--- src/design/gpuPkg.sv ---
// frame geometry, pixel and address types, register map and AXI response codes
package gpuPkg;

    localparam int frameWidth  = 16;                      // pixels per row
    localparam int frameHeight = 8;                       // rows per frame
    localparam int frameSize   = frameWidth * frameHeight;

    typedef logic [23:0] pixelT;                          // 8 bits each of R, G, B
    typedef logic [$clog2(frameSize)-1:0] fbAddrT;        // row * frameWidth + column

    // word index of each register, byte address divided by 4
    localparam int numRegs = 8;
    localparam logic [2:0] regXPos      = 3'd0;
    localparam logic [2:0] regYPos      = 3'd1;
    localparam logic [2:0] regColor     = 3'd2;
    localparam logic [2:0] regLen       = 3'd3;
    localparam logic [2:0] regCtrl      = 3'd4;           // bit 0 requests a draw
    localparam logic [2:0] regStatus    = 3'd5;           // bit 0 busy
    localparam logic [2:0] regPingPong  = 3'd6;           // bit 0 front bank
    localparam logic [2:0] regDoneCount = 3'd7;

    typedef logic [4:0] regAddrT;                         // AXI4-Lite byte address

    localparam logic [1:0] respOkay   = 2'b00;
    localparam logic [1:0] respSlvErr = 2'b10;

endpackage

--- src/design/gpuIf.sv ---
// draw command, frame buffer write and frame buffer read interfaces
interface fillCmdIf;
    import gpuPkg::*;

    logic [31:0] xPos;
    logic [31:0] yPos;
    pixelT       color;
    logic [31:0] len;
    logic        start;      // one cycle pulse
    logic        backBank;   // bank the engine draws into
    logic        busy;
    logic        done;       // one cycle pulse per finished draw

    modport regs   (output xPos, yPos, color, len, start, backBank, input busy, done);
    modport engine (input xPos, yPos, color, len, start, backBank, output busy, done);
endinterface

interface fbWrIf;
    import gpuPkg::*;

    logic   wrEn;
    logic   wrBank;
    fbAddrT wrAddr;
    pixelT  wrData;

    modport writer (output wrEn, wrBank, wrAddr, wrData);
    modport mem    (input wrEn, wrBank, wrAddr, wrData);
endinterface


--- src/design/lineFill.sv ---
// line-fill engine writing a clipped horizontal run into the back bank
module lineFill (
    input  logic     clk,
    input  logic     rstn,
    fillCmdIf.engine cmd,
    fbWrIf.writer    wr
);
    import gpuPkg::*;

    logic [31:0] rowRoom;
    logic [4:0]  runLen;
    logic [4:0]  remaining;
    fbAddrT      startAddr;
    fbAddrT      curAddr;
    pixelT       colorQ;
    logic        bankQ;
    logic        busyQ;
    logic        doneQ;
    logic        accept;

    // room left in the row from xPos, at most frameWidth
    assign rowRoom   = 32'(frameWidth) - cmd.xPos;
    assign startAddr = fbAddrT'(cmd.yPos * frameWidth + cmd.xPos);
    assign accept    = cmd.start & ~busyQ;

    always_comb
    begin
        runLen = '0;
        if (cmd.xPos < frameWidth && cmd.yPos < frameHeight && cmd.len != 0)
            runLen = (cmd.len < rowRoom) ? cmd.len[4:0] : rowRoom[4:0];
    end

    always_ff @(posedge clk or negedge rstn)
    begin
        if (!rstn)
        begin
            busyQ     <= 1'b0;
            doneQ     <= 1'b0;
            remaining <= '0;
        end
        else
        begin
            doneQ <= 1'b0;
            if (accept)
            begin
                remaining <= runLen;
                busyQ     <= (runLen != 0);
                doneQ     <= (runLen == 0);   // empty run finishes at once
            end
            else if (busyQ)
            begin
                remaining <= remaining - 5'd1;
                if (remaining == 5'd1)
                begin
                    busyQ <= 1'b0;
                    doneQ <= 1'b1;
                end
            end
        end
    end

    always_ff @(posedge clk)
    begin
        if (accept)
        begin
            curAddr <= startAddr;
            colorQ  <= cmd.color;
            bankQ   <= cmd.backBank;
        end
        else if (busyQ)
            curAddr <= curAddr + 1'b1;    // next pixel of the run
    end

    assign cmd.busy  = busyQ;
    assign cmd.done  = doneQ;
    assign wr.wrEn   = busyQ;
    assign wr.wrBank = bankQ;
    assign wr.wrAddr = curAddr;
    assign wr.wrData = colorQ;

endmodule

--- src/flat_wrapper.sv ---
// flat-port wrapper written by rule: the top's interface ports become plain ports
module lineFill_flat import gpuPkg::*;
  (clk, rstn, cmd_xPos, cmd_yPos, cmd_color, cmd_len, cmd_start, cmd_backBank, cmd_busy, cmd_done, wr_wrEn, wr_wrBank, wr_wrAddr, wr_wrData);
  fillCmdIf cmd_i ();
  fbWrIf wr_i ();
  input  logic clk;
  input  logic rstn;
  input wire logic [$bits(cmd_i.xPos)-1:0] cmd_xPos;
  input wire logic [$bits(cmd_i.yPos)-1:0] cmd_yPos;
  input wire logic [$bits(cmd_i.color)-1:0] cmd_color;
  input wire logic [$bits(cmd_i.len)-1:0] cmd_len;
  input wire logic [$bits(cmd_i.start)-1:0] cmd_start;
  input wire logic [$bits(cmd_i.backBank)-1:0] cmd_backBank;
  output wire logic [$bits(cmd_i.busy)-1:0] cmd_busy;
  output wire logic [$bits(cmd_i.done)-1:0] cmd_done;
  output wire logic [$bits(wr_i.wrEn)-1:0] wr_wrEn;
  output wire logic [$bits(wr_i.wrBank)-1:0] wr_wrBank;
  output wire logic [$bits(wr_i.wrAddr)-1:0] wr_wrAddr;
  output wire logic [$bits(wr_i.wrData)-1:0] wr_wrData;
  assign cmd_i.xPos = cmd_xPos;
  assign cmd_i.yPos = cmd_yPos;
  assign cmd_i.color = cmd_color;
  assign cmd_i.len = cmd_len;
  assign cmd_i.start = cmd_start;
  assign cmd_i.backBank = cmd_backBank;
  assign cmd_busy = cmd_i.busy;
  assign cmd_done = cmd_i.done;
  assign wr_wrEn = wr_i.wrEn;
  assign wr_wrBank = wr_i.wrBank;
  assign wr_wrAddr = wr_i.wrAddr;
  assign wr_wrData = wr_i.wrData;
  lineFill u_core (.clk(clk), .rstn(rstn), .cmd(cmd_i), .wr(wr_i));
endmodule
--- config.mk ---
export PLATFORM = sky130hd
export DESIGN_NAME = lineFill_flat
export DESIGN_NICKNAME = d
export VERILOG_FILES = /design/src/design/gpuPkg.sv /design/src/design/gpuIf.sv /design/src/design/lineFill.sv /design/src/flat_wrapper.sv
export SDC_FILE = /design/constraint.sdc
export NUM_CORES = 1
export LEC_CHECK = 0
export BUFFER_PORTS_ARGS = -buffer_cell sky130_fd_sc_hd__buf_4
export CELL_PAD_IN_SITES_DETAIL_PLACEMENT = 1
export CELL_PAD_IN_SITES_GLOBAL_PLACEMENT = 2
export CORE_ASPECT_RATIO = 1.25
export CORE_MARGIN = 3
export CORE_UTILIZATION = 26
export DETAILED_ROUTE_END_ITERATION = 16
export PLACE_DENSITY_LB_ADDON = 0.08
export SLEW_MARGIN = 0
export SYNTH_ARGS = -nofsm -noshare
export SYNTH_HDL_FRONTEND = slang
export SYNTH_SLANG_ARGS = --single-unit
--- constraint.sdc ---
create_clock -name clk -period 2.31 [get_ports clk]
set_input_delay 0.1155 -clock clk [delete_from_list [all_inputs] [get_ports clk]]
set_output_delay 0.1155 -clock clk [all_outputs]
set_load 0.005 [all_outputs]
==> results.py <==
metrics = {
    "timing": {
        "max_freq_mhz": 327.7,
        "slew-limit-headroom_pct": 72.03,
        "final-setup-viol-count": 7,
        "layout_setup_ws_ns": -0.7415,
        "final_hold_viol_count": 0,
        "finalMaxSlewViolations": 0,
        "fin_hold_ws_ns": 0.009132,
        "timing.final.crit_share_pct": 132.1,
        "rsz_0062_raised_after_global_routing": "true",
        "worst_slew_pin_slew_ns": 0.4167,
        "timing.clock.skew_ns": 0.004803,
        "layout_min_cycle_time_ns": 3.051,
    },
    "yosys": {
        "postSynth.asyncResetShare_pct": 17.95,
        "synth_top_cells_by_area": "edfxtp_1 31%, ha_1 14%, xor2_1 5.9%",
        "synth.avg_cell_area_um2": 9.448,
        "synthDominantCellAreaShare_pct": 30.82,
        "synth_area_um2": 3118,
        "seq_cells_post_synth": 39,
        "cell_taking_the_most_area_after_synthesis": "edfxtp_1",
        "seq_area_frac_synth_pct": 36.44,
        "syn_nets": 491,
        "synth_cell_types": 53,
        "ys_warn_count": 0,
        "synth_flop_cell": "edfxtp_1",
        "post_synth_inst_count": 330,
        "synth_edf_count": 32,
    },
    "final_layout": {
        "final_layout_size_suffix_gt1_share_pct": 46.51,
        "multi_input_area_um2": 2019,
        "diodes": 0,
        "finish.net_count": 720,
        "final.fill_count": 1431,
        "final_cell_area_um2": 5285,
        "sequential_standard_cell_area_um2": 1136,
        "syn2layout_area_growth_pct": 69.50,
    },
    "worst_setup_path": {
        "crit_family": "simple AND/OR/NAND/NOR gates",
        "cp.buffers_inverters": 2,
        "critical-path-max-stage-delay_ns": 0.54,
        "critical_path.slowest_cell": "or4_4",
        "worst-endpoint-required_ns": 2.49,
        "critical_path_peak_fanout": 4,
        "critical_path.startpoint_type": "input pin",
        "cp_cell_sequence": "buf_6, or4_4, or2_4, or4_4, nor3_4, xor2_1, ha_1, nand4_1, or2_4, nand3b_1, a31oi_4, buf_6, o211ai_1, o311ai_1",
        "cp-end-kind": "flip-flop",
        "worst_ep_arrival_time_ns": 3.23,
        "worstSetupPathType": "input pin to flip-flop",
    },
    "placement": {
        "detailed_place_hpwl_um": 9309,
        "postPlaceCellArea_um2": 5004,
        "finalWeightedCongestion": 0.7643,
        "placement.io_buffers": 158,
    },
    "global_routing": {
        "number_of_global_route_vias_before_repair": 3643,
        "antenna_found_initial": 0,
        "track_usage_pct": 15.68,
        "overflow": 0,
        "grt_first_pass_wirelength_um": 17150,
        "grt_start_max_net_pins": 26,
    },
    "clocking": {
        "tritoncts.num_buffers": 5,
        "worstSkewPairLatency_ns": 0.28,
        "clock_tree.htree_level_count": 2,
        "clk_root_buffer_cell": "clkbuf_16",
        "clk_path_buf_depth": 2,
        "tritoncts": "yes",
        "tritoncts_num_sinks": 39,
        "clk_pin_slew_worst_paths_ns": 0.05,
    },
    "flow_run": {
        "max_cap_violations": 0,
    },
    "pwr": {
        "power_mw": 2.059,
        "pwr_density_cell_nw_per_um2": 389.5,
        "vdd_ir_drop_max_uv": 243.8,
        "leakage_nw": 2.366,
    },
    "floorplan": {
        "floorplan.die_area_um2": 13350,
        "floorplan.io_pins": 159,
        "floorplan.die.width_um": 104.0,
        "starting_density_of_the_core_pct": 26.72,
        "core-area_um2": 11670,
        "placement_row_count": 44,
        "dieHeight_um": 128.4,
    },
    "route": {
        "final_antenna_net_count": 0,
        "wl_um": 10650,
        "initialDrtViolationCount": 61,
        "remaining_drc_errors": 0,
        "dr_total_vias": 3412,
        "drt-vias-per-instance": 4.739,
        "wl_per_cell_um": 14.79,
        "detailedRoute.firstPassIterationCount": 3,
    },
    "run_status": {
        "result_of_the_run": "finished with violations",
        "violations": "negative setup slack",
    },
    "hold_path": {
        "min_path_type": "input pin to flip-flop",
    },
}
-- synthesized netlist by cell type, types with 2 or more instances --
| cell | count |
|---|---|
| edfxtp_1 | 32 |
| o21ai_1 | 2 |
| nor3b_1 | 2 |
| a311oi_1 | 2 |
| a21oi_1 | 14 |
| xnor2_1 | 14 |
| xor2_1 | 21 |
| a22oi_1 | 2 |
| and4_1 | 2 |
| o21ai_0 | 17 |
| or3_1 | 4 |
| or2_2 | 2 |
| ha_1 | 36 |
| nor3_1 | 20 |
| nor4_1 | 19 |
| a21o_1 | 2 |
| a31o_2 | 2 |
| nand4_1 | 9 |
| nand3_1 | 7 |
| a221oi_1 | 2 |
| clkbuf_1 | 2 |
| nand2_1 | 34 |
| inv_1 | 16 |
| nor2_1 | 23 |
| o211ai_1 | 6 |
| or4_1 | 2 |
| dfrtp_1 | 7 |
| nand2b_1 | 3 |
| a31oi_1 | 2 |
-- path summary, 6_finish.rpt --
check / to / cells after the start / slack, ns / from
setup / recovery: u_core.remaining[1] / 14 / -0.74 / cmd_xPos[23]
hold reg to reg: u_core.cmd.busy / 2 / 0.55 / u_core.cmd.busy
min in group asynchronous: u_core.remaining[3] / 2 / 0.20 / rstn
setup reg to reg: u_core.cmd.done / 7 / 0.39 / u_core.remaining[0]
max in group asynchronous: u_core.remaining[0] / 2 / 1.99 / rstn
hold / removal: u_core.wr.wrData[5] / 1 / 0.009 / cmd_color[5]
-- cell families after synthesis --
family,count (synthesis),share of synthesized area (%)
compound gates,61,12.56
flops,39,36.44
simple gates,136,23.07
buf+inv,22,3.010
fa+ha+maj,37,15.09
xor+xnor,35,9.832
-- cell type report --
type,instances,share of cell area [%]
inverter,18,1.278
clock buffer,5,2.367
timing repair buffer,226,32.67
sequential,39,21.50
tap,161,3.812
multi-input combinational,269,38.21
clock inverter,2,0.1657
-- per-layer routing --
metal  GRT usage, %  vias up  routed length, um
li1               -     1700                  -
met1          15.77     1605               3923
met2          32.30       96               5957
met3          3.161       11                599
met4          4.460        0                166
met5              0        -                  0
-- registers in the layout, summed over array words and instances (netlist names) --
| register | flops |
|---|---|
| u_core.wr.wrBank | 1 |
| u_core.wr.wrAddr | 7 |
| u_core.cmd.done | 1 |
| u_core.wr.wrData | 24 |
| u_core.remaining | 5 |
| u_core.cmd.busy | 1 |
-- what timing repair did --
| action | 4_1_cts | 5_1_grt |
|---|---|---|
| endpoints found under the setup margin | 7 | 7 |
| hold buffers | 1 | 0 |
| resized for setup | 14 | 11 |
| setup buffers | 2 | 2 |
| gates cloned | 0 | 0 |
| pin swaps | 4 | 3 |
| endpoints found under the hold margin | 7 | 0 |
-- power by group --
part	internal [mW]	switching, mW	total [mW]
Combinational	0.347	0.255	0.603
Clock	0.387	0.244	0.631
Sequential	0.808	0.0176	0.825
Total	1.54	0.517	2.06
-- stage by stage --
stage | instances | worst slack [ns] | util [%] | setup TNS, ns
floorplan | 330 | -0.8523 | - | -5.678
global route | 720 | -0.9263 | 45.28 | -6.187
global placement | 708 | -1.094 | 42.87 | -7.351
finish | 720 | -0.7415 | 45.28 | -5.028
CTS | 718 | -0.7786 | 44.80 | -5.283
detailed placement | 708 | -1.149 | 42.87 | -7.760
-- worst register-to-register path, delay by kind of cell (launching register included) --
| kind | cells | cell delay, ns |
|---|---|---|
| compound gates | 2 | 0.33 |
| fa+ha+maj | 1 | 0.21 |
| buf+inv | 1 | 0.16 |
| flops | 1 | 0.42 |
| simple gates | 3 | 0.68 |
-- layout by cell type, fill, tap and decap left out, types with 6 or more instances in the layout --
master      n
nand2_1    33
nor4_1     18
nor3_1     17
buf_4     220
o211ai_1    6
nand3_1     7
a21oi_1    13
edfxtp_1   32
nand4_1     9
o21ai_0    14
dfrtp_1     7
nor2_1     22
xnor2_1    14
xor2_1     21
inv_1      16
ha_1       36
Note: power is estimated with default switching activity, not from simulation.
