===== config.mk =====
export PLATFORM = sky130hd
export DESIGN_NAME = scanOut_flat
export DESIGN_NICKNAME = d
export VERILOG_FILES = /design/src/design/gpuPkg.sv /design/src/design/gpuIf.sv /design/src/design/scanOut.sv /design/src/flat_wrapper.sv
export SDC_FILE = /design/constraint.sdc
export NUM_CORES = 1
export LEC_CHECK = 0
export ABC_AREA = 0
export BUFFER_PORTS_ARGS = -buffer_cell sky130_fd_sc_hd__buf_4
export CAP_MARGIN = 20
export CORE_ASPECT_RATIO = 0.75
export CORE_MARGIN = 10
export CORE_UTILIZATION = 45
export DETAILED_ROUTE_END_ITERATION = 6
export PLACE_DENSITY = 0.81
export SYNTH_ARGS = -nofsm -noshare
export SYNTH_HDL_FRONTEND = slang
export SYNTH_SLANG_ARGS = --single-unit

===== constraint.sdc =====
create_clock -name clk -period 4.7 [get_ports clk]
set_input_delay 0.47 -clock clk [delete_from_list [all_inputs] [get_ports clk]]
set_output_delay 0.47 -clock clk [all_outputs]
set_load 0.1 [all_outputs]

===== src/design/gpuPkg.sv =====
// frame geometry, pixel and address types, register map and AXI response codes
package gpuPkg;

    localparam int frameWidth  = 16;                      // pixels per row
    localparam int frameHeight = 8;                       // rows per frame
    localparam int frameSize   = frameWidth * frameHeight;

    typedef logic [23:0] pixelT;                          // 8 bits each of R, G, B
    typedef logic [$clog2(frameSize)-1:0] fbAddrT;        // row * frameWidth + column

    // word index of each register, byte address divided by 4
    localparam int numRegs = 8;
    localparam logic [2:0] regXPos      = 3'd0;
    localparam logic [2:0] regYPos      = 3'd1;
    localparam logic [2:0] regColor     = 3'd2;
    localparam logic [2:0] regLen       = 3'd3;
    localparam logic [2:0] regCtrl      = 3'd4;           // bit 0 requests a draw
    localparam logic [2:0] regStatus    = 3'd5;           // bit 0 busy
    localparam logic [2:0] regPingPong  = 3'd6;           // bit 0 front bank
    localparam logic [2:0] regDoneCount = 3'd7;

    typedef logic [4:0] regAddrT;                         // AXI4-Lite byte address

    localparam logic [1:0] respOkay   = 2'b00;
    localparam logic [1:0] respSlvErr = 2'b10;

endpackage


===== src/design/gpuIf.sv =====


interface fbRdIf;
    import gpuPkg::*;

    logic   rdEn;
    logic   rdBank;
    fbAddrT rdAddr;
    pixelT  rdData;          // valid one cycle after rdEn

    modport reader (output rdEn, rdBank, rdAddr, input rdData);
    modport mem    (input rdEn, rdBank, rdAddr, output rdData);
endinterface


===== src/design/scanOut.sv =====
// raster scan of the front bank into a valid/ready pixel stream
module scanOut (
    input  logic          clk,
    input  logic          rstn,
    input  logic          frontBank,
    fbRdIf.reader         rd,
    output gpuPkg::pixelT pixelData,
    output logic          pixelLast,
    output logic          pixelValid,
    input  logic          pixelReady
);
    import gpuPkg::*;

    fbAddrT addrQ;
    logic   bankQ;
    logic   pending;     // rdData holds a pixel not yet taken
    logic   pendLast;
    logic   loadOut;

    assign loadOut   = pending & (~pixelValid | pixelReady);
    assign rd.rdEn   = ~pending | loadOut;                      // read only into a free slot
    assign rd.rdAddr = addrQ;
    assign rd.rdBank = (addrQ == '0) ? frontBank : bankQ;   // new bank at frame start

    always_ff @(posedge clk or negedge rstn)
    begin
        if (!rstn)
        begin
            addrQ      <= '0;
            bankQ      <= 1'b0;
            pending    <= 1'b0;
            pendLast   <= 1'b0;
            pixelValid <= 1'b0;
            pixelLast  <= 1'b0;
        end
        else
        begin
            if (rd.rdEn)
            begin
                addrQ    <= (addrQ == fbAddrT'(frameSize - 1)) ? '0 : addrQ + 1'b1;
                pendLast <= (addrQ == fbAddrT'(frameSize - 1));
                if (addrQ == '0)
                    bankQ <= frontBank;
            end
            pending <= rd.rdEn | (pending & ~loadOut);

            if (loadOut)
            begin
                pixelValid <= 1'b1;
                pixelLast  <= pendLast;
            end
            else if (pixelReady)
                pixelValid <= 1'b0;
        end
    end

    always_ff @(posedge clk)
    begin
        if (loadOut)
            pixelData <= rd.rdData;
    end

endmodule


===== src/flat_wrapper.sv =====
// flat-port wrapper written by rule: the top's interface ports become plain ports
module scanOut_flat import gpuPkg::*;
  (clk, rstn, frontBank, pixelData, pixelLast, pixelValid, pixelReady, rd_rdEn, rd_rdBank, rd_rdAddr, rd_rdData);
  fbRdIf rd_i ();
  input  logic clk;
  input  logic rstn;
  input  logic frontBank;
  output gpuPkg::pixelT pixelData;
  output logic pixelLast;
  output logic pixelValid;
  input  logic pixelReady;
  output wire logic [$bits(rd_i.rdEn)-1:0] rd_rdEn;
  output wire logic [$bits(rd_i.rdBank)-1:0] rd_rdBank;
  output wire logic [$bits(rd_i.rdAddr)-1:0] rd_rdAddr;
  input wire logic [$bits(rd_i.rdData)-1:0] rd_rdData;
  assign rd_rdEn = rd_i.rdEn;
  assign rd_rdBank = rd_i.rdBank;
  assign rd_rdAddr = rd_i.rdAddr;
  assign rd_i.rdData = rd_rdData;
  scanOut u_core (.clk(clk), .rstn(rstn), .frontBank(frontBank), .rd(rd_i), .pixelData(pixelData), .pixelLast(pixelLast), .pixelValid(pixelValid), .pixelReady(pixelReady));
endmodule

==> summary.txt, run 1 <==
STA
  • WHS: 15.3 ps
  • TNS Setup: 0 ps
  • Max frequency: roughly 0.44 GHz
  • Max-slew violations: 0
  • Period minus WS final: roughly 2300 ps
  • Post-route clock period utilization: 0.481
  • Final setup viols: 0
  • Layout Skew: 9.97 ps
  • Worst slew margin: 0.335
  • Slew at the pin closest to its max-slew limit: 998 ps
  • Final hold viol count: 0
  • RSZ-0062 raised after global routing: no

Critical path
  • CP max stage delay: 450 ps
  • Delay-heaviest family, CP: flip-flops
  • Critical Path End Type: output port
  • Crit path cell chain: inv_1, ha_1, nor2b_1, nand2_1, mux2_4, buf_4
  • R2R setup slack: 2880 ps
  • Slowest stage cell, crit path: dfrtp_1
  • CP Data Arrival Time: 1790 ps
  • Startpoint type of the worst setup path: register
  • CP required: 4230 ps
  • Crit Path Category: reg2out
  • Buf+Inv Stages, Crit Path: 2
  • Worst-path fanout max: 7

Hold path
  • Worst min path class: in2async

Pwr
  • Pwr dens: 621 mW/mm2
  • Comb pwr share: 0.435
  • Int Pwr: 0.621 mW
  • Psw: 0.577 mW
  • Switching Share: 0.482
  • Reg power frac: 0.382
  • Max VDD drop: 542 uV
  • Leak: roughly 0.85 nW
  • Clock power frac: 0.183

Floorplan
  • Full die area: 0.00557 mm2
  • Die width: 82.9 um
  • Number of cell rows: 17
  • I/O pins: 63
  • Chip height: 67.2 um
  • Core area: about 0.0029 mm2
  • Initial Util: 0.462

Finish
  • Fin nets: between 150 and 200
  • Share of cells above drive strength 1: 0.517
  • Most common cell after layout, fill and taps aside: buf_4
  • # diodes: 0
  • Most frequent cells in the layout: buf_4, edfxtp_1, dfrtp_1
  • Final Instance Area: 0.00193 mm2
  • P&R area growth vs syn: 44.5%
  • Fill cells: approximately 230

Logic synthesis
  • Simple-gate portion of the synthesized area: 0.108
  • Post-Syn Area: 0.00134 mm2
  • Cells after synthesis: 80
  • Yosys reg bits: 36
  • Post-Synth XOR/XNOR Area: 0.0197
  • Seq/Total Area, Yosys: 0.764
  • Post-synthesis compound-gate area fraction: 0.0384
  • Syn Area/Cell: 16.7 um2
  • Synth cell types: 30
  • Mux contribution to synthesized area: 0.0309
  • Post-Synth Adder-Cell Area: 0.0187
  • Synth warn: 0
  • Largest family of logic cells by synthesized area: simple AND/OR/NAND/NOR gates
  • Mapped Nets: 110

Placed design
  • Detailed Place HPWL: 2590 um
  • GP Congestion: 0.807
  • Port-buffer cells: 62
  • DP Area: 0.00184 mm2

Routing
  • Post-route ant nets: 0
  • Via-to-Cell Ratio: 4.71
  • Drc violations: 0
  • Initial DRT Pass Iterations: 4
  • DR vias: 881
  • Routed WL: 3240 um
  • DRT iter0 DRCs: 49
  • Drt wl/cell: between 15 and 20 um

Clocking
  • CTS tree: yes
  • CTS buffer count: 5
  • Clk Latency, worst-skew pair: 280 ps
  • H-tree lvl count: 2
  • Root Driver: clkbuf_8
  • Clock transition at path regs: 70 ps
  • # resized after CTS: 0
  • Post-cts hold buffer count: 0
  • CTS max path bufs: 2
  • Setup bufs post-CTS: 0
  • CTS sink count: 36

GRT
  • First-pass GRT wire length: 5000 um
  • Initial antenna violation count: 0
  • GRT Residual Overflow: 0
  • Largest net degree at the start of global routing: 26
  • Vias in the first global route: 920
  • Total GRT Usage: 0.116

Run
  • Max-cap violation count: 0

Status
  • Status: finished, final reports clean
## Yosys cell counts
library cell | number | area [um2]
inv_1 | 2 | 7.51
nor2b_1 | 1 | 6.26
buf_6 | 1 | 11.3
dfrtp_1 | 12 | 300
o211ai_1 | 1 | 7.51
and2_1 | 1 | 6.26
o31ai_1 | 1 | 7.51
a22o_1 | 1 | 8.76
and3b_1 | 1 | 8.76
ha_1 | 2 | 25.0
nor3_2 | 1 | 10.0
mux2_4 | 2 | 30.0
nand2b_1 | 2 | 12.5
nand4_1 | 1 | 6.26
nor2_1 | 2 | 7.51
nand3_2 | 1 | 10.0
xor2_1 | 2 | 17.5
edfxtp_1 | 24 | 721
o22ai_1 | 1 | 6.26
or3_1 | 1 | 6.26
nand3_1 | 3 | 15.0
nand2_1 | 9 | 33.8
nor4_4 | 1 | 21.3
xnor2_1 | 1 | 8.76
conb_1 | 1 | 3.75
o21ai_0 | 1 | 5.00
a22oi_1 | 1 | 7.51
o41ai_1 | 1 | 8.76
mux2_2 | 1 | 11.3
clkinv_2 | 1 | 5.00
## metrics by stage
stage                      util  cells  power, mW  setup slack, ps
after floorplan               -     80      0.860             2190
after global placement    0.635    179      0.975             2730
after detailed placement  0.635    179      0.988             2690
after CTS                 0.667    187       1.21             2430
after global routing      0.667    187       1.25             2300
final                     0.667    187       1.20             2440
## final cells by class
class                   count  area [um2]  share of cell area
repair buffers             62         465               0.241
flip-flops and latches     36        1020               0.529
well taps                  38        47.5              0.0246
clock inverters             2        10.0             0.00518
multi-input cells          40         292               0.151
inverters                   3        12.5             0.00648
clock buffers               6        82.6              0.0428
## flip-flops by register name, indices dropped and copies added (netlist names)
| register | flops |
|---|---|
| u_core.pixelData | 24 |
| u_core.pending | 1 |
| u_core.pixelValid | 1 |
| u_core.pendLast | 1 |
| u_core.bankQ | 1 |
| u_core.pixelLast | 1 |
| u_core.rd.rdAddr | 7 |
## cell families after synthesis
| logic type | after synthesis |
|---|---|
| AOI/OAI and AO/OA | 7 |
| other | 1 |
| DFF | 36 |
| buffers and inverters | 4 |
| muxes | 3 |
| and+or+nand+nor | 24 |
| adders and majority gates | 2 |
| xor gates and xnor gates | 3 |
## metal layers
layer,GRT usage,up-vias,share of wire
met4,0.0445,0,0.0090
met5,0,-,0
met3,0.0589,4,0.095
met1,0.143,397,0.49
met2,0.170,55,0.41
li1,-,425,-
## path summary, 6_finish.rpt
kind	from	to	cells after the start
max in group asynchronous	rstn	u_core.rd.rdAddr[3]	1
min in group clk	rd_rdData[17]	u_core.pixelData[17]	1
min	rstn	u_core.pendLast	1
max reg2reg	u_core.pixelValid	u_core.pixelLast	3
max	u_core.rd.rdAddr[0]	rd_rdBank	6
min reg2reg	u_core.pending	u_core.pixelValid	1
## power groups by stage
stage          logic [mW]  clock network (mW)  registers, mW
6_report            0.522               0.219          0.458
5_1_grt             0.548               0.241          0.465
3_3_place_gp        0.517                   0          0.458
2_1_floorplan       0.105                   0          0.755
4_1_cts             0.526               0.225          0.456
3_5_place_dp        0.527                   0          0.461
Power figures use the tool's default switching activity.
==> inputs of run 2 (changes only) <==
Clock period 4.7 ns to 2.2 ns, I/O delays scaled along.
==> run 2 against run 1 <==
Clock power grew 100%. Via count grew 4.4%. Clock skew fell by 0.64 ps. Final area is 0.71% higher. Non-clock buffer count is 2 higher. Sequential cell count unchanged. First-iteration DRC count up 6.1%.
==> summary.txt, run 2 (synthesis results as in run 1) <==
Critical path
  • Crit Path Category: reg2out
  • Delay-heaviest family, CP: flip-flops
  • CP required: 1980 ps
  • Startpoint type of the worst setup path: register
  • Critical Path End Type: output port
  • CP max stage delay: 440 ps
  • Crit path cell chain: inv_1, ha_1, nor2b_1, nand2_1, mux2_4, buf_4
  • Buf+Inv Stages, Crit Path: 2
  • CP Data Arrival Time: 1750 ps
  • R2R setup slack: 740 ps
  • Slowest stage cell, crit path: dfrtp_2
  • Worst-path fanout max: 7

Routing
  • Initial DRT Pass Iterations: 4
  • Drc violations: 0
  • DRT iter0 DRCs: 52
  • Post-route ant nets: 0
  • Drt wl/cell: 16.6 um
  • DR vias: 920
  • Via-to-Cell Ratio: 4.87
  • Routed WL: 3140 um

Pwr
  • Int Pwr: 1.31 mW
  • Reg power frac: 0.382
  • Pwr dens: 1310 mW/mm2
  • Psw: 1.23 mW
  • Max VDD drop: roughly 1800 uV
  • Leak: 0.847 nW
  • Clock power frac: 0.175
  • Comb pwr share: 0.443
  • Switching Share: 0.485

Floorplan
  • Die width: 82.9 um
  • Number of cell rows: 17
  • Initial Util: 0.462
  • Chip height: 67.2 um
  • Full die area: 0.00557 mm2
  • Core area: 0.00289 mm2
  • I/O pins: 63

Hold path
  • Worst min path class: in2reg

Clocking
  • CTS max path bufs: 2
  • Setup bufs post-CTS: 0
  • H-tree lvl count: 2
  • # resized after CTS: 0
  • Clk Latency, worst-skew pair: 280 ps
  • CTS tree: yes
  • CTS buffer count: 5
  • Post-cts hold buffer count: 1
  • Clock transition at path regs: 70 ps
  • CTS sink count: 36
  • Root Driver: clkbuf_8

STA
  • Final setup viols: 0
  • Period minus WS final: 1970 ps
  • Layout Skew: roughly 9.3 ps
  • Max frequency: 0.507 GHz
  • Post-route clock period utilization: 0.896
  • Final hold viol count: 0
  • TNS Setup: 0 ps
  • Max-slew violations: 0
  • RSZ-0062 raised after global routing: no

Finish
  • # diodes: 0
  • Most frequent cells in the layout: buf_4, edfxtp_1, nand2_1, dfrtp_1, clkbuf_8
  • Fill cells: 242
  • P&R area growth vs syn: 45.5%
  • Fin nets: 180
  • Final std cells w/o fill: 189
  • Register name with the most flops: u_core.pixelData
  • Most common cell after layout, fill and taps aside: buf_4
  • Share of cells above drive strength 1: 0.523
  • Max FFs per register: 24

Placed design
  • Port-buffer cells: 62
  • GP Congestion: 0.920
  • Cells after DPL: 180
  • Detailed Place HPWL: about 2500 um

Status
  • Status: finished, final reports clean

GRT
  • Total GRT Usage: 0.116
  • First-pass GRT wire length: 5020 um
  • Largest net degree at the start of global routing: 26
  • Vias in the first global route: 967
  • Initial antenna violation count: 0
  • GRT Residual Overflow: 0

Run
  • Max-cap violation count: 0
run 2: changes by cell type in the layout (fill, tap and decap cells not counted), sizes merged:
| cell | delta |
|---|---|
| dlygate4sd3 | +1 |
| buf | +1 |
| clkbuf | +1 |
| clkinv | -1 |
run 2: power groups by stage:
stage          sequential, mW  clock [mW]  combinational (mW)
6_report                0.972       0.445                1.13
5_1_grt                 0.991       0.500                1.18
4_1_cts                 0.969       0.459                1.14
3_5_place_dp            0.982           0                1.13
3_3_place_gp            0.970           0                1.12
2_1_floorplan            1.62           0               0.224
run 2: area by class of cell:
type                       count  area, um2  share of cell area
sequential                    36       1020               0.527
timing repair buffer          64        483               0.248
multi-input combinational     40        292               0.150
clock buffer                   7       76.3              0.0393
tap                           38       47.5              0.0245
inverter                       3       12.5             0.00644
clock inverter                 1       8.76             0.00450
run 2: path summary, 6_finish.rpt:
path	end	from	depth (start not counted)
worst max-delay path	rd_rdBank	u_core.rd.rdAddr[0]	6
worst min-delay path	u_core.pixelData[11]	rd_rdData[11]	1
worst max register to register	u_core.bankQ	u_core.pixelValid	4
worst min register to register	u_core.pixelValid	u_core.pending	1
max in group asynchronous	u_core.rd.rdAddr[1]	rstn	2
min in group asynchronous	u_core.rd.rdAddr[4]	rstn	2
run 2: metal layers:
layer	global-route usage	up-vias	routed length, um
met5	0	-	0
met4	0.0318	0	19
met3	0.0769	2	401
met2	0.167	60	1290
met1	0.140	427	1430
li1	-	431	-
run 2: per-stage QoR:
| step | total power, mW | setup WS [ps] | util | instance area, um2 | hold WS [ps] |
|---|---|---|---|---|---|
| finish | 2.54 | 228 | 0.672 | 1940 | 111 |
| CTS | 2.57 | 209 | 0.672 | 1940 | 101 |
| floorplan | 1.84 | 215 | - | 1340 | -75.6 |
| global route | 2.67 | 72.4 | 0.672 | 1940 | 87.6 |
| detailed placement | 2.12 | 520 | 0.639 | 1850 | 68.3 |
| global placement | 2.09 | 549 | 0.639 | 1850 | 65.2 |
run 2: worst register-to-register path, cell delays in order, from the launching register on:
cell and delay [ps]:
dfrtp_2 370, and3b_1 400, clkinv_2 190, nand3_2 100, mux2_4 290
==> inputs of run 3 (changes only) <==
Settings changed: CORE_MARGIN 10 to default.
==> run 3 against run 2 <==
Final area down 0.19%. Clock skew down 4.3 ps. Clock power down 3%. Via count down 2.8%. Routed wire length down 17%. First-iteration DRC count down 69%. Largest power group unchanged. Critical path type unchanged. Fmax down 1.6%. Setup slack worse by 32 ps.
==> summary.txt, run 3 (synthesis results as in run 1) <==
STA
  • Max frequency: 0.499 GHz
  • Final WS setup: 197 ps
  • RSZ-0062 raised after global routing: no
  • Post-route clock period utilization: 0.911
  • TNS Setup: 0 ps
  • Max-slew violations: 0
  • Final hold viol count: 0
  • Layout Skew: 5.01 ps
  • Final setup viols: 0
  • Period minus WS final: between 2000 and 2500 ps
  • WHS: 113 ps

Status
  • Status: finished, final reports clean

Finish
  • Final Util: 0.718
  • Fin nets: 180
  • Most common cell after layout, fill and taps aside: buf_4
  • Share of cells above drive strength 1: 0.523
  • Final Instance Area: 0.00194 mm2
  • Max FFs per register: 24
  • # diodes: 0
  • Register name with the most flops: u_core.pixelData
  • P&R area growth vs syn: 45.2%
  • Most frequent cells in the layout: buf_4, edfxtp_1, nand2_1, dfrtp_1, clkbuf_8

Clocking
  • Clk Latency, worst-skew pair: 280 ps
  • # resized after CTS: 0
  • CTS max path bufs: 2
  • CTS buffer count: 5
  • Clock transition at path regs: 70 ps
  • H-tree lvl count: 2
  • Root Driver: clkbuf_8
  • Setup bufs post-CTS: 0
  • CTS sink count: 36
  • CTS tree: yes

Routing
  • DR WL met2: 1130 um
  • DRT iter0 DRCs: 16
  • Routed length on met3: 309 um
  • Max Used Layer: met4
  • Wl on met1: 1120 um
  • Initial DRT Pass Iterations: 4
  • DR vias: 894
  • Via-to-Cell Ratio: roughly 4.8
  • Drc violations: 0
  • Routed WL: 2600 um
  • Post-route ant nets: 0
  • Drt wl/cell: 13.9 um

Placed design
  • Port-buffer cells: between 60 and 70
  • GP Congestion: roughly 0.74
  • DP Area: 0.00185 mm2
  • Detailed Place HPWL: 1960 um
  • Pre-CTS setup slack: 498 ps

Pwr
  • Leak: 0.844 nW
  • Pwr dens: 1310 mW/mm2
  • Comb pwr share: 0.444
  • Clock power frac: 0.171
  • Reg power frac: 0.385
  • Max VDD drop: 1420 uV
  • Psw: 1.23 mW
  • Switching Share: 0.485
  • Int Pwr: 1.30 mW

GRT
  • Initial antenna violation count: 0
  • Largest net degree at the start of global routing: 20
  • First-pass GRT wire length: roughly 4100 um
  • Total GRT Usage: 0.184
  • GRT Residual Overflow: 0
  • Vias in the first global route: 896

Floorplan
  • Chip height: 49.2 um
  • I/O pins: 63
  • Die width: 64.9 um
  • Full die area: between 0.003 and 0.004 mm2
  • Initial Util: 0.494
  • Core area: about 0.0027 mm2
  • Number of cell rows: 16

Critical path
  • Worst-path fanout max: 7
  • CP Data Arrival Time: 1780 ps
  • CP required: 1980 ps
  • Critical Path End Type: output port
  • Crit Path Category: reg2out
  • Startpoint type of the worst setup path: register

Run
  • Max-cap violation count: 0

Hold path
  • Worst min path class: in2reg
[run 3: routing by layer]
layer	track usage	vias up
met4	0.0778	0
met3	0.0794	7
li1	-	429
met1	0.238	404
met2	0.271	54
met5	0	-
[run 3: final cells by class]
cell class | instances | area, um2
sequential | 36 | 1020
timing repair buffer | 64 | 483
clock buffer | 6 | 72.6
fill | 186 | 762
inverter | 3 | 12.5
multi-input combinational | 40 | 292
tap | 36 | 45.0
clock inverter | 2 | 11.3
[run 3: path summary, 6_finish.rpt]
check	from	end	slack, ps	cells after the start
max	u_core.rd.rdAddr[0]	rd_rdBank	200	6
min	rd_rdData[4]	u_core.pixelData[4]	110	1
max reg2reg	u_core.pixelValid	u_core.bankQ	770	4
min reg2reg	u_core.pending	u_core.pixelValid	490	1
max in group asynchronous	rstn	u_core.pixelValid	1720	2
min in group asynchronous	rstn	u_core.rd.rdAddr[1]	310	2
[run 3: power by group through the flow]
stage	registers (mW)	clock network, mW	logic (mW)
finish	0.975	0.433	1.13
global route	0.995	0.480	1.18
CTS	0.972	0.444	1.13
detailed placement	0.984	0	1.13
global placement	0.973	0	1.11
floorplan	1.62	0	0.224
[run 3: critical path: stages, from the launching register on]
cell and delay (ps):
dfrtp_2 450, inv_1 90, ha_1 140, nor2b_1 190, nand2_1 90, mux2_4 300
buf_4 230
[run 3: repair_timing]
action | 4_1_cts | 5_1_grt
endpoints found under the setup margin | 0 | 0
endpoints found under the hold margin | 12 | 0
hold buffers | 1 | 0
[run 3: through the flow]
step	power (mW)	instances
floorplan	1.84	80
global placement	2.08	178
detailed placement	2.11	178
CTS	2.55	187
global route	2.65	187
finish	2.53	187
