### config.mk
export PLATFORM = sky130hd
export DESIGN_NAME = gpuRegs_flat
export DESIGN_NICKNAME = d
export VERILOG_FILES = /design/src/design/gpuPkg.sv /design/src/design/gpuIf.sv /design/src/design/gpuRegs.sv /design/src/flat_wrapper.sv
export SDC_FILE = /design/constraint.sdc
export NUM_CORES = 1
export LEC_CHECK = 0
export ABC_AREA = 1
export ABC_CLOCK_PERIOD_IN_PS = 4650
export BUFFER_PORTS_ARGS = -buffer_cell sky130_fd_sc_hd__clkbuf_2
export CORE_MARGIN = 2
export CORE_UTILIZATION = 59
export CTS_CLUSTER_DIAMETER = 80
export DETAILED_ROUTE_END_ITERATION = 6
export PLACE_DENSITY = 0.86
export SYNTH_ARGS = -nofsm -noshare
export SYNTH_HDL_FRONTEND = slang
export SYNTH_SLANG_ARGS = --single-unit
### constraint.sdc
create_clock -name clk -period 4.65 [get_ports clk]
set_input_delay 0.465 -clock clk [delete_from_list [all_inputs] [get_ports clk]]
set_output_delay 0.465 -clock clk [all_outputs]
set_load 0.01 [all_outputs]
### src/design/gpuPkg.sv
// frame geometry, pixel and address types, register map and AXI response codes
package gpuPkg;

    localparam int frameWidth  = 16;                      // pixels per row
    localparam int frameHeight = 8;                       // rows per frame
    localparam int frameSize   = frameWidth * frameHeight;

    typedef logic [23:0] pixelT;                          // 8 bits each of R, G, B
    typedef logic [$clog2(frameSize)-1:0] fbAddrT;        // row * frameWidth + column

    // word index of each register, byte address divided by 4
    localparam int numRegs = 8;
    localparam logic [2:0] regXPos      = 3'd0;
    localparam logic [2:0] regYPos      = 3'd1;
    localparam logic [2:0] regColor     = 3'd2;
    localparam logic [2:0] regLen       = 3'd3;
    localparam logic [2:0] regCtrl      = 3'd4;           // bit 0 requests a draw
    localparam logic [2:0] regStatus    = 3'd5;           // bit 0 busy
    localparam logic [2:0] regPingPong  = 3'd6;           // bit 0 front bank
    localparam logic [2:0] regDoneCount = 3'd7;

    typedef logic [4:0] regAddrT;                         // AXI4-Lite byte address

    localparam logic [1:0] respOkay   = 2'b00;
    localparam logic [1:0] respSlvErr = 2'b10;

endpackage

### src/design/gpuIf.sv
// draw command, frame buffer write and frame buffer read interfaces
interface fillCmdIf;
    import gpuPkg::*;

    logic [31:0] xPos;
    logic [31:0] yPos;
    pixelT       color;
    logic [31:0] len;
    logic        start;      // one cycle pulse
    logic        backBank;   // bank the engine draws into
    logic        busy;
    logic        done;       // one cycle pulse per finished draw

    modport regs   (output xPos, yPos, color, len, start, backBank, input busy, done);
    modport engine (input xPos, yPos, color, len, start, backBank, output busy, done);
endinterface


### src/design/gpuRegs.sv
// AXI4-Lite register file with draw start pulse, status readback and done counter
module gpuRegs (
    input  logic            clk,
    input  logic            rstn,
    input  gpuPkg::regAddrT awaddr,
    input  logic            awvalid,
    output logic            awready,
    input  logic [31:0]     wdata,
    input  logic [3:0]      wstrb,
    input  logic            wvalid,
    output logic            wready,
    output logic [1:0]      bresp,
    output logic            bvalid,
    input  logic            bready,
    input  gpuPkg::regAddrT araddr,
    input  logic            arvalid,
    output logic            arready,
    output logic [31:0]     rdata,
    output logic [1:0]      rresp,
    output logic            rvalid,
    input  logic            rready,
    fillCmdIf.regs          cmd
);
    import gpuPkg::*;

    logic [31:0] xPosReg;
    logic [31:0] yPosReg;
    logic [31:0] colorReg;
    logic [31:0] lenReg;
    logic [31:0] pingPongReg;
    logic [31:0] doneCount;
    logic [31:0] readWord;
    logic        wrFire;
    logic        rdFire;
    logic [$clog2(numRegs)-1:0] wrIdx;
    logic [$clog2(numRegs)-1:0] rdIdx;

    function automatic logic [31:0] mergeBytes(input logic [31:0] oldWord,
                                               input logic [31:0] newWord,
                                               input logic [3:0]  strb);
        logic [31:0] result;
        result = oldWord;
        for (int b = 0; b < 4; b++)
        begin
            if (strb[b])
                result[8*b +: 8] = newWord[8*b +: 8];
        end
        return result;
    endfunction

    assign wrIdx   = awaddr[4:2];
    assign rdIdx   = araddr[4:2];
    assign wrFire  = awvalid & wvalid & ~bvalid;  // both channels, no response pending
    assign rdFire  = arvalid & ~rvalid;
    assign awready = wrFire;
    assign wready  = wrFire;
    assign arready = rdFire;
    assign bresp   = respOkay;
    assign rresp   = respOkay;

    assign cmd.xPos     = xPosReg;
    assign cmd.yPos     = yPosReg;
    assign cmd.color    = colorReg[23:0];
    assign cmd.len      = lenReg;
    assign cmd.backBank = ~pingPongReg[0];        // draw into the bank not shown

    always_comb
    begin
        case (rdIdx)
            regXPos:      readWord = xPosReg;
            regYPos:      readWord = yPosReg;
            regColor:     readWord = colorReg;
            regLen:       readWord = lenReg;
            regStatus:    readWord = {31'b0, cmd.busy};
            regPingPong:  readWord = pingPongReg;
            regDoneCount: readWord = doneCount;
            default:      readWord = '0;          // regCtrl reads as zero
        endcase
    end

    always_ff @(posedge clk or negedge rstn)
    begin
        if (!rstn)
        begin
            xPosReg     <= '0;
            yPosReg     <= '0;
            colorReg    <= '0;
            lenReg      <= '0;
            pingPongReg <= '0;
            doneCount   <= '0;
            cmd.start   <= 1'b0;
            bvalid      <= 1'b0;
            rvalid      <= 1'b0;
        end
        else
        begin
            cmd.start <= 1'b0;
            if (wrFire)
            begin
                case (wrIdx)
                    regXPos:     xPosReg     <= mergeBytes(xPosReg, wdata, wstrb);
                    regYPos:     yPosReg     <= mergeBytes(yPosReg, wdata, wstrb);
                    regColor:    colorReg    <= mergeBytes(colorReg, wdata, wstrb);
                    regLen:      lenReg      <= mergeBytes(lenReg, wdata, wstrb);
                    regPingPong: pingPongReg <= mergeBytes(pingPongReg, wdata, wstrb);
                    regCtrl:     cmd.start   <= wstrb[0] & wdata[0] & ~cmd.busy;
                    default:     ;                // status and count ignore writes
                endcase
            end

            if (wrFire)
                bvalid <= 1'b1;
            else if (bready)
                bvalid <= 1'b0;

            if (rdFire)
                rvalid <= 1'b1;
            else if (rready)
                rvalid <= 1'b0;

            if (cmd.done)
                doneCount <= doneCount + 32'd1;
        end
    end

    always_ff @(posedge clk)
    begin
        if (rdFire)
            rdata <= readWord;
    end

endmodule

### src/flat_wrapper.sv
// flat-port wrapper written by rule: the top's interface ports become plain ports
module gpuRegs_flat import gpuPkg::*;
  (clk, rstn, awaddr, awvalid, awready, wdata, wstrb, wvalid, wready, bresp, bvalid, bready, araddr, arvalid, arready, rdata, rresp, rvalid, rready, cmd_xPos, cmd_yPos, cmd_color, cmd_len, cmd_start, cmd_backBank, cmd_busy, cmd_done);
  fillCmdIf cmd_i ();
  input  logic clk;
  input  logic rstn;
  input  gpuPkg::regAddrT awaddr;
  input  logic awvalid;
  output logic awready;
  input  logic [31:0] wdata;
  input  logic [3:0] wstrb;
  input  logic wvalid;
  output logic wready;
  output logic [1:0] bresp;
  output logic bvalid;
  input  logic bready;
  input  gpuPkg::regAddrT araddr;
  input  logic arvalid;
  output logic arready;
  output logic [31:0] rdata;
  output logic [1:0] rresp;
  output logic rvalid;
  input  logic rready;
  output wire logic [$bits(cmd_i.xPos)-1:0] cmd_xPos;
  output wire logic [$bits(cmd_i.yPos)-1:0] cmd_yPos;
  output wire logic [$bits(cmd_i.color)-1:0] cmd_color;
  output wire logic [$bits(cmd_i.len)-1:0] cmd_len;
  output wire logic [$bits(cmd_i.start)-1:0] cmd_start;
  output wire logic [$bits(cmd_i.backBank)-1:0] cmd_backBank;
  input wire logic [$bits(cmd_i.busy)-1:0] cmd_busy;
  input wire logic [$bits(cmd_i.done)-1:0] cmd_done;
  assign cmd_xPos = cmd_i.xPos;
  assign cmd_yPos = cmd_i.yPos;
  assign cmd_color = cmd_i.color;
  assign cmd_len = cmd_i.len;
  assign cmd_start = cmd_i.start;
  assign cmd_backBank = cmd_i.backBank;
  assign cmd_i.busy = cmd_busy;
  assign cmd_i.done = cmd_done;
  gpuRegs u_core (.clk(clk), .rstn(rstn), .awaddr(awaddr), .awvalid(awvalid), .awready(awready), .wdata(wdata), .wstrb(wstrb), .wvalid(wvalid), .wready(wready), .bresp(bresp), .bvalid(bvalid), .bready(bready), .araddr(araddr), .arvalid(arvalid), .arready(arready), .rdata(rdata), .rresp(rresp), .rvalid(rvalid), .rready(rready), .cmd(cmd_i));
endmodule
==> impl_metrics.yaml, run 1 <==
cts:
  ctsHoldBuffers: 0
  tritoncts: "done"
  cts.clk_slew.worst_paths_ns: 0.06
  post_cts_buffers: 0
  cts_max_level: 1
  ctsResizeCount: 0
  cts_made_buffers: 24
  cts-root-buf: "clkbuf_16"
  insertion_delay_ns: 0.52
  cts_sinks: 227
  clockBufferDepth: 3
timing:
  finalMaxSlewViolations: 0
  max_slew.worst_pin.slew_ns: 1.33
  final.min_clock_period_ns: 2.20
  tns_ns: 0
  post-route-period-util_pct: 47.3
  slew_headroom_pct: 11.4
  whs_ns: 0.0850
  setup_viol_count_final: 0
  fmax_mhz: 454
  hold_viol_final: 0
  skew_ns: 0.00689
  rsz0062_at_grt: "no"
  layout_setup_ws_ns: 2.45
synth:
  syn_area_per_cell_um2: 8.82
  synthTopCellsByArea: "dfrtp_1, nand2_1, edfxtp_1, o21ai_0, inv_1"
  ys_warn_count: 0
  synth_largest_area_cell: "dfrtp_1"
  netlist_instances: 1135
  yosysMostFrequentCell: "nand2_1"
  ys.flop_type: "dfrtp_1"
  synth_enable_flop_cells: 32
  synth-seq-cells: 227
  yosys-top-cells-count: "nand2_1, dfrtp_1, o21ai_0"
  synth-async-reset-ratio_pct: 85.9
  synth-seq-area-share_pct: 58.4
  syn-cell-area_um2: 10000
  yosysTopAreaCellShare_pct: 48.8
  ys_types: 24
die:
  die_h_um: 134
  die_x_um: 134
  pin_count: 218
  core_area_um2: 16600
  dieArea_um2: 18000
  initial_core_util_pct: 60.3
  row_count: 47
detailed_routing:
  drt_first_pass_iters: 6
  drc: 0
  finalWirelength_um: 27800
  wire_per_inst_um: 17.9
  viasPerCell: 5.64
  vias: 8747
  ant_nets: 0
  first_iter_violations: 835
placed_design:
  dp.cells: 1507
  placed_cell_area_um2: 11000
  routabilityCongestion: 0.928
  pre_cts_slack_ns: 2.40
  dp_hpwl_um: 18200
  port-buffer-count: 209
global_routing:
  globalRoute.totalOverflow: 0
  grt_max_degree: 121
  grt_pass1_vias: 8330
  antenna_found_initial: 0
  grt_usage_pct: 30.9
  grt_pass1_wl_um: 43600
power_and_ir_drop:
  peakVddDrop_mv: 0.257
  leakage_nw: 6.06
  power_mw: 5.27
  power_density_nw_per_um2: 448
finish:
  fin_util_pct: 70.9
  drive_gt1_share_pct: 19.0
  finalNetCount: 1369
  final_cell_count_no_fill: 1551
  fillerInstances: 1220
  diodes: 0
  area_delta_synth_final_pct: 17.5
  final_area_um2: 11800
setup_path:
  crit_required_ns: 4.18
  rr_startpoint: "u_core.doneCount[0]$_DFFE_PN0P_"
  worstPathArrival_ns: 1.74
  reg2reg_slack_ns: 2.53
  critPathMaxFanout: 11
  reg2reg_depth: 5
  cp-start-kind: "flop"
  crit_path_end_kind: "output pin"
  crit_type: "reg -> out"
  r2r_end: "u_core.doneCount[22]$_DFFE_PN0P_"
job:
  max_cap_violations: 0
min_path:
  hp-class: "in -> async"
outcome:
  status: "complete, no violations"
[sequential cells by signal (all words and copies together), names as in the netlist]
signal              flops
u_core.bvalid           1
u_core.cmd.len         32
u_core.cmd.start        1
u_core.cmd.xPos        32
u_core.cmd.yPos        32
u_core.colorReg        32
u_core.doneCount       32
u_core.pingPongReg     32
u_core.rdata           32
u_core.rvalid           1
[where the power goes]
group / internal, mW / switching (mW)
combinational: 0.319 / 0.492
clock: 1.10 / 0.770
sequential: 2.33 / 0.256
total: 3.76 / 1.52
[cell families after synthesis]
kind of cell / share of synthesized area, %
muxes: 0.113
other: 0.0375
and+or+nand+nor: 20.9
adders and majority gates: 0.125
DFF: 58.4
buffers and inverters: 7.28
xor gates and xnor gates: 1.31
AOI/OAI and AO/OA: 11.9
[final cells by class]
type	count	area, µm²	share of cell area [%]
Clock buffer	41	756	6.43
Clock inverter	3	20.0	0.170
Inverter	81	304	2.59
Multi-Input combinational cell	762	3450	29.3
Sequential cell	227	5840	49.7
Tap cell	220	275	2.34
Timing Repair Buffer	217	1110	9.48
[layout by cell type, fill, tap and decap left out, types with 14 or more instances in the layout]
master and count:
nand2_1 393, clkbuf_2 208, dfrtp_1 195, o21ai_0 165, inv_1 81, nand3_1 50
nor2_1 39, edfxtp_1 32, a22oi_1 29, a21oi_1 27, clkbuf_16 25, nor3_1 15
nand4_1 14
[worst max path at each step]
stage	start	to	slack, ns	cells after the start
after CTS	u_core.rvalid$_DFFE_PN0P_	arready	2.42	4
after floorplan	u_core.rvalid$_DFFE_PN0P_	arready	2.97	3
after global placement	araddr[4]	u_core.rdata[4]$_DFFE_PP_	2.45	9
after detailed placement	araddr[2]	u_core.rdata[20]$_DFFE_PP_	2.40	6
after global routing	u_core.rvalid$_DFFE_PN0P_	arready	2.38	4
final	u_core.rvalid$_DFFE_PN0P_	arready	2.45	4
[per-layer routing]
metal  up-vias  GRT usage (%)  routed length (µm)
met2       492           49.4               13300
met5         -              0                   0
met1      4141           42.9               11100
met3        71           5.82                2680
li1       4043              -                   -
met4         0           11.1                 740
[critical path, cell delays in order, from the launching register on]
cell	delay, ns
dfrtp_1	0.37
inv_1	0.07
nand2_1	0.07
inv_1	0.46
clkbuf_2	0.24
Power figures use the tool's default switching activity.
==> run 2: changes to the inputs <==
ABC_CLOCK_PERIOD_IN_PS = 2150   (was 4650)
CORE_UTILIZATION = 55   (was 59)
PLACE_DENSITY = 0.81   (was 0.86)
clock period = 2.15 ns   (was 4.65 ns; I/O delays follow)
==> impl_metrics.yaml, run 2 (synthesis results as in run 1) <==
setup_path:
  worst_path_most_repeated_cell: "inv_1"
  worstPathCellList: "inv_1 > nand3_1 > buf_4 > inv_1 > clkbuf_2"
  crit_required_ns: 1.93
  crit_type: "reg -> out"
  worstPathArrival_ns: 1.62
  crit_path_end_kind: "output pin"
  reg2reg_depth: 6
  reg2reg_slack_ns: 0.34
  critPathMaxFanout: 5
  cp-start-kind: "flop"
  path_buf_inv: 4
  cpLargestDelayFamily: "buffers and inverters"
  cp.depth: 5
  crit_path_max_incr_delay_ns: 0.38
  cpMaxStageDelayCell: "dfrtp_1"
die:
  die_h_um: 139
  initial_core_util_pct: 55.9
  pin_count: 218
  core_area_um2: 17900
  dieArea_um2: 19300
  die_x_um: 139
  row_count: 49
power_and_ir_drop:
  power_density_nw_per_um2: 938
  peakVddDrop_mv: 0.615
  leakage_nw: 6.20
placed_design:
  port-buffer-count: 209
  dp_hpwl_um: 18900
  placed_cell_area_um2: 11200
  pre_cts_slack_ns: 0.439
  routabilityCongestion: 0.892
timing:
  final.min_clock_period_ns: 1.84
  tns_ns: 0
  hold_viol_final: 0
  max_slew.worst_pin.slew_ns: 0.585
  finalMaxSlewViolations: 0
  layout_setup_ws_ns: 0.312
  skew_ns: 0.0168
  post-route-period-util_pct: 85.5
  rsz0062_at_grt: "no"
  slew_headroom_pct: 60.7
  setup_viol_count_final: 0
  fmax_mhz: 544
finish:
  diodes: 0
  mostFrequentLayoutCell: "nand2_1"
  drive_gt1_share_pct: 20.4
  final_area_um2: 12000
  area_delta_synth_final_pct: 19.9
  final_cell_mix: "nand2_1, clkbuf_2, dfrtp_1"
  finalNetCount: 1399
  fin_util_pct: 67.0
global_routing:
  grt_pass1_wl_um: 44900
  grt_usage_pct: 28.9
  grt_max_degree: 59
  antenna_found_initial: 0
  grt_pass1_vias: 8632
  globalRoute.totalOverflow: 0
cts:
  cts.clk_slew.worst_paths_ns: 0.06
  cts_made_buffers: 24
  cts-root-buf: "clkbuf_16"
  insertion_delay_ns: 0.52
  tritoncts: "done"
  cts_sinks: 227
  cts_max_level: 1
  clockBufferDepth: 3
  post_cts_buffers: 0
detailed_routing:
  first_iter_violations: 768
  finalWirelength_um: 27900
  vias: 8845
  wire_per_inst_um: 17.6
  viasPerCell: 5.57
  ant_nets: 0
  drt_first_pass_iters: 5
  drc: 0
min_path:
  whs_path_depth: 2
  hp-class: "in -> reg"
job:
  max_cap_violations: 0
outcome:
  status: "complete, no violations"
==> run 2: cell types whose count changed in the layout (fill, tap and decap cells not counted), sizes merged <==
cell         previous run  this run
dlygate4sd3             0         5
clkbuf                250       244
buf                     8        33
clkinv                  2         6
==> run 2: layout make-up <==
type | instances | area [µm²]
multi-input cells | 762 | 3450
well taps | 229 | 287
repair buffers | 247 | 1390
flip-flops and latches | 227 | 5840
inverters | 81 | 304
clock buffers | 35 | 693
clock inverters | 7 | 36.3
fillers | 1428 | 5900
==> run 2: through the flow <==
stage	power (mW)	instances	hold slack (ns)
finish	11.3	1588	0.0118
global route	11.8	1588	0.0290
CTS	11.3	1588	0.00323
detailed placement	7.44	1541	0.193
global placement	7.35	1541	0.193
floorplan	6.59	1138	-0.0806
==> run 2: worst paths after layout <==
kind	start	endpoint
max	u_core.bvalid$_DFFE_PN0P_	awready
min	cmd_done	u_core.doneCount[0]$_DFFE_PN0P_
max reg2reg	u_core.bvalid$_DFFE_PN0P_	u_core.pingPongReg[29]$_DFFE_PN0P_
min reg2reg	u_core.pingPongReg[28]$_DFFE_PN0P_	u_core.pingPongReg[28]$_DFFE_PN0P_
max in group asynchronous	rstn	u_core.pingPongReg[25]$_DFFE_PN0P_
min in group asynchronous	rstn	u_core.cmd.xPos[2]$_DFFE_PN0P_
==> run 2: where the power goes <==
part | internal, mW | switching [mW] | leakage, nW
clock network | 2.23 | 1.63 | 0.361
logic | 0.727 | 1.07 | 2.95
registers | 5.05 | 0.556 | 2.88
total | 8.00 | 3.25 | 6.20
==> run 2: per-layer routing <==
metal	vias up	global-route usage, %	routed length [µm]
met5	-	0	0
met4	0	8.98	671
met3	62	5.11	2530
met2	414	47.7	13600
met1	4271	39.6	11100
li1	4098	-	-
==> run 2: timing repair <==
item                                   CTS  global route
endpoints found under the hold margin   48             0
resized for setup                        0             0
hold buffers                             5             0
==> run 2: worst reg2reg max path, delay by kind of cell (launching register included) <==
kind,cells,cell delay (ns)
compound gates,1,0.10
flops,1,0.38
simple gates,4,1.10
buf+inv,1,0.08
==> run 3: changes to the inputs <==
ABC_CLOCK_PERIOD_IN_PS = 2240   (was 2150)
CORE_UTILIZATION = 59   (was 55)
PLACE_DENSITY = 0.86   (was 0.81)
clock period = 2.24 ns   (was 2.15 ns; I/O delays follow)
==> impl_metrics.yaml, run 3 (synthesis results as in run 1) <==
cts:
  clockBufferDepth: 3
  cts.clk_slew.worst_paths_ns: 0.06
  cts_max_level: 1
  cts_sinks: 227
  insertion_delay_ns: 0.51
  cts_made_buffers: 24
  cts-root-buf: "clkbuf_16"
  tritoncts: "done"
global_routing:
  antenna_found_initial: 0
  globalRoute.totalOverflow: 0
  grt_max_degree: 70
  grt_pass1_wl_um: 43700
  grt_pass1_vias: 8572
  grt_usage_pct: 30.7
timing:
  setup_viol_count_final: 0
  final.min_clock_period_ns: 1.97
  fmax_mhz: 508
  slew_headroom_pct: 53.4
  rsz0062_at_grt: "yes"
  max_slew.worst_pin.slew_ns: 0.698
  hold_viol_final: 0
  skew_ns: 0.00831
  finalMaxSlewViolations: 0
  post-route-period-util_pct: 87.9
finish:
  final_cell_mix: "nand2_1, clkbuf_2, dfrtp_1"
  final_cell_count_no_fill: 1563
  diodes: 0
  mostFrequentLayoutCell: "nand2_1"
  area_delta_synth_final_pct: 19.1
  finalNetCount: 1382
  drive_gt1_share_pct: 19.7
  fin_util_pct: 71.9
power_and_ir_drop:
  power_density_nw_per_um2: 918
  p_sw_share_pct: 28.6
  combPwrFrac_pct: 15.5
  peakVddDrop_mv: 0.800
  switching_power_mw: 3.13
  p_clk_share_pct: 35.3
  leakage_nw: 6.14
  p_int_mw: 7.81
  p_seq_share_pct: 49.2
  power_mw: 10.9
min_path:
  hp-class: "in -> reg"
  worstHoldStart: "cmd_done"
die:
  row_count: 47
  die_x_um: 134
  core_area_um2: 16600
  initial_core_util_pct: 60.3
  pin_count: 218
  die_h_um: 134
  dieArea_um2: 18000
placed_design:
  dp.cells: 1515
  routabilityCongestion: 0.901
  dp_hpwl_um: 18400
  port-buffer-count: 209
detailed_routing:
  vias: 8828
  wire_per_inst_um: 17.6
  finalWirelength_um: 27400
  drt_first_pass_iters: 6
  drc: 0
  viasPerCell: 5.65
  ant_nets: 0
  first_iter_violations: 778
job:
  max_cap_violations: 0
setup_path:
  crit_path_end_kind: "output pin"
  crit_required_ns: 2.02
  crit_type: "reg -> out"
  critPathMaxFanout: 33
  cp-start-kind: "flop"
  worstPathArrival_ns: 1.74
  rr_startpoint: "u_core.bvalid$_DFFE_PN0P_"
  worstSetupStartpoint: "u_core.rvalid$_DFFE_PN0P_"
outcome:
  status: "complete, no violations"
## run 3: cell count changes in the layout (fill, tap and decap cells not counted)
cell | previous run | this run
clkbuf_8 | 4 | 8
buf_12 | 3 | 4
nand2_2 | 1 | 2
clkinv_2 | 4 | 2
nand2_1 | 393 | 392
clkinv_4 | 0 | 1
clkinvlp_4 | 0 | 1
clkinv_1 | 2 | 0
buf_4 | 30 | 12
inv_6 | 1 | 0
## run 3: final cells by class
cell class	instances	area, µm²
clock buffers	39	748
clock inverters	4	26.3
fillers	1217	4660
inverters	81	304
multi-input cells	762	3450
flip-flops and latches	227	5840
well taps	220	275
repair buffers	230	1270
## run 3: critical path, cell delays in order (launching register included)
cell      delay, ns
dfrtp_1        0.37
inv_1          0.06
nand2_1        0.06
inv_1          0.05
buf_4          0.45
clkbuf_2       0.23
## run 3: path summary, 6_finish.rpt
check	endpoint	slack [ns]	cells past startpoint
max	arready	0.27	5
min	u_core.doneCount[0]$_DFFE_PN0P_	0.01	2
max reg2reg	u_core.cmd.len[26]$_DFFE_PN0P_	0.28	5
min reg2reg	u_core.colorReg[28]$_DFFE_PN0P_	0.49	2
max in group asynchronous	u_core.bvalid$_DFFE_PN0P_	1.22	3
min in group asynchronous	u_core.cmd.xPos[2]$_DFFE_PN0P_	0.29	2
## run 3: per-stage QoR
step	setup slack [ns]	area, µm²	setup TNS [ns]	hold WS (ns)
detailed placement	0.361	11100	0	0.275
global placement	0.476	11100	0	0.275
global route	-0.0116	11900	-0.0116	0.0472
CTS	0.242	11900	0	0.00149
finish	0.272	11900	0	0.00955
floorplan	0.640	10000	0	-0.0716
## run 3: power by group through the flow
| stage | Sequential (mW) | Clock [mW] | Combinational, mW |
|---|---|---|---|
| 3_5_place_dp | 5.43 | 0 | 1.69 |
| 6_report | 5.38 | 3.86 | 1.70 |
| 3_3_place_gp | 5.41 | 0 | 1.62 |
| 4_1_cts | 5.36 | 3.87 | 1.72 |
| 5_1_grt | 5.46 | 4.05 | 1.91 |
| 2_1_floorplan | 5.48 | 0 | 0.843 |
## run 3: timing repair
action,CTS,global route
setup buffers,0,0
endpoints found under the setup margin,0,1
gates resized for setup,0,1
endpoints found under the hold margin,69,0
hold buffers,5,0
## run 3: metal layers
| layer | share of wire (%) | up-vias | GRT usage [%] |
|---|---|---|---|
| met5 | 0 | - | 0 |
| met4 | 3.8 | 0 | 13.5 |
| met3 | 9.6 | 88 | 5.59 |
| met2 | 47 | 492 | 48.9 |
| met1 | 40 | 4170 | 41.8 |
| li1 | - | 4078 | - |
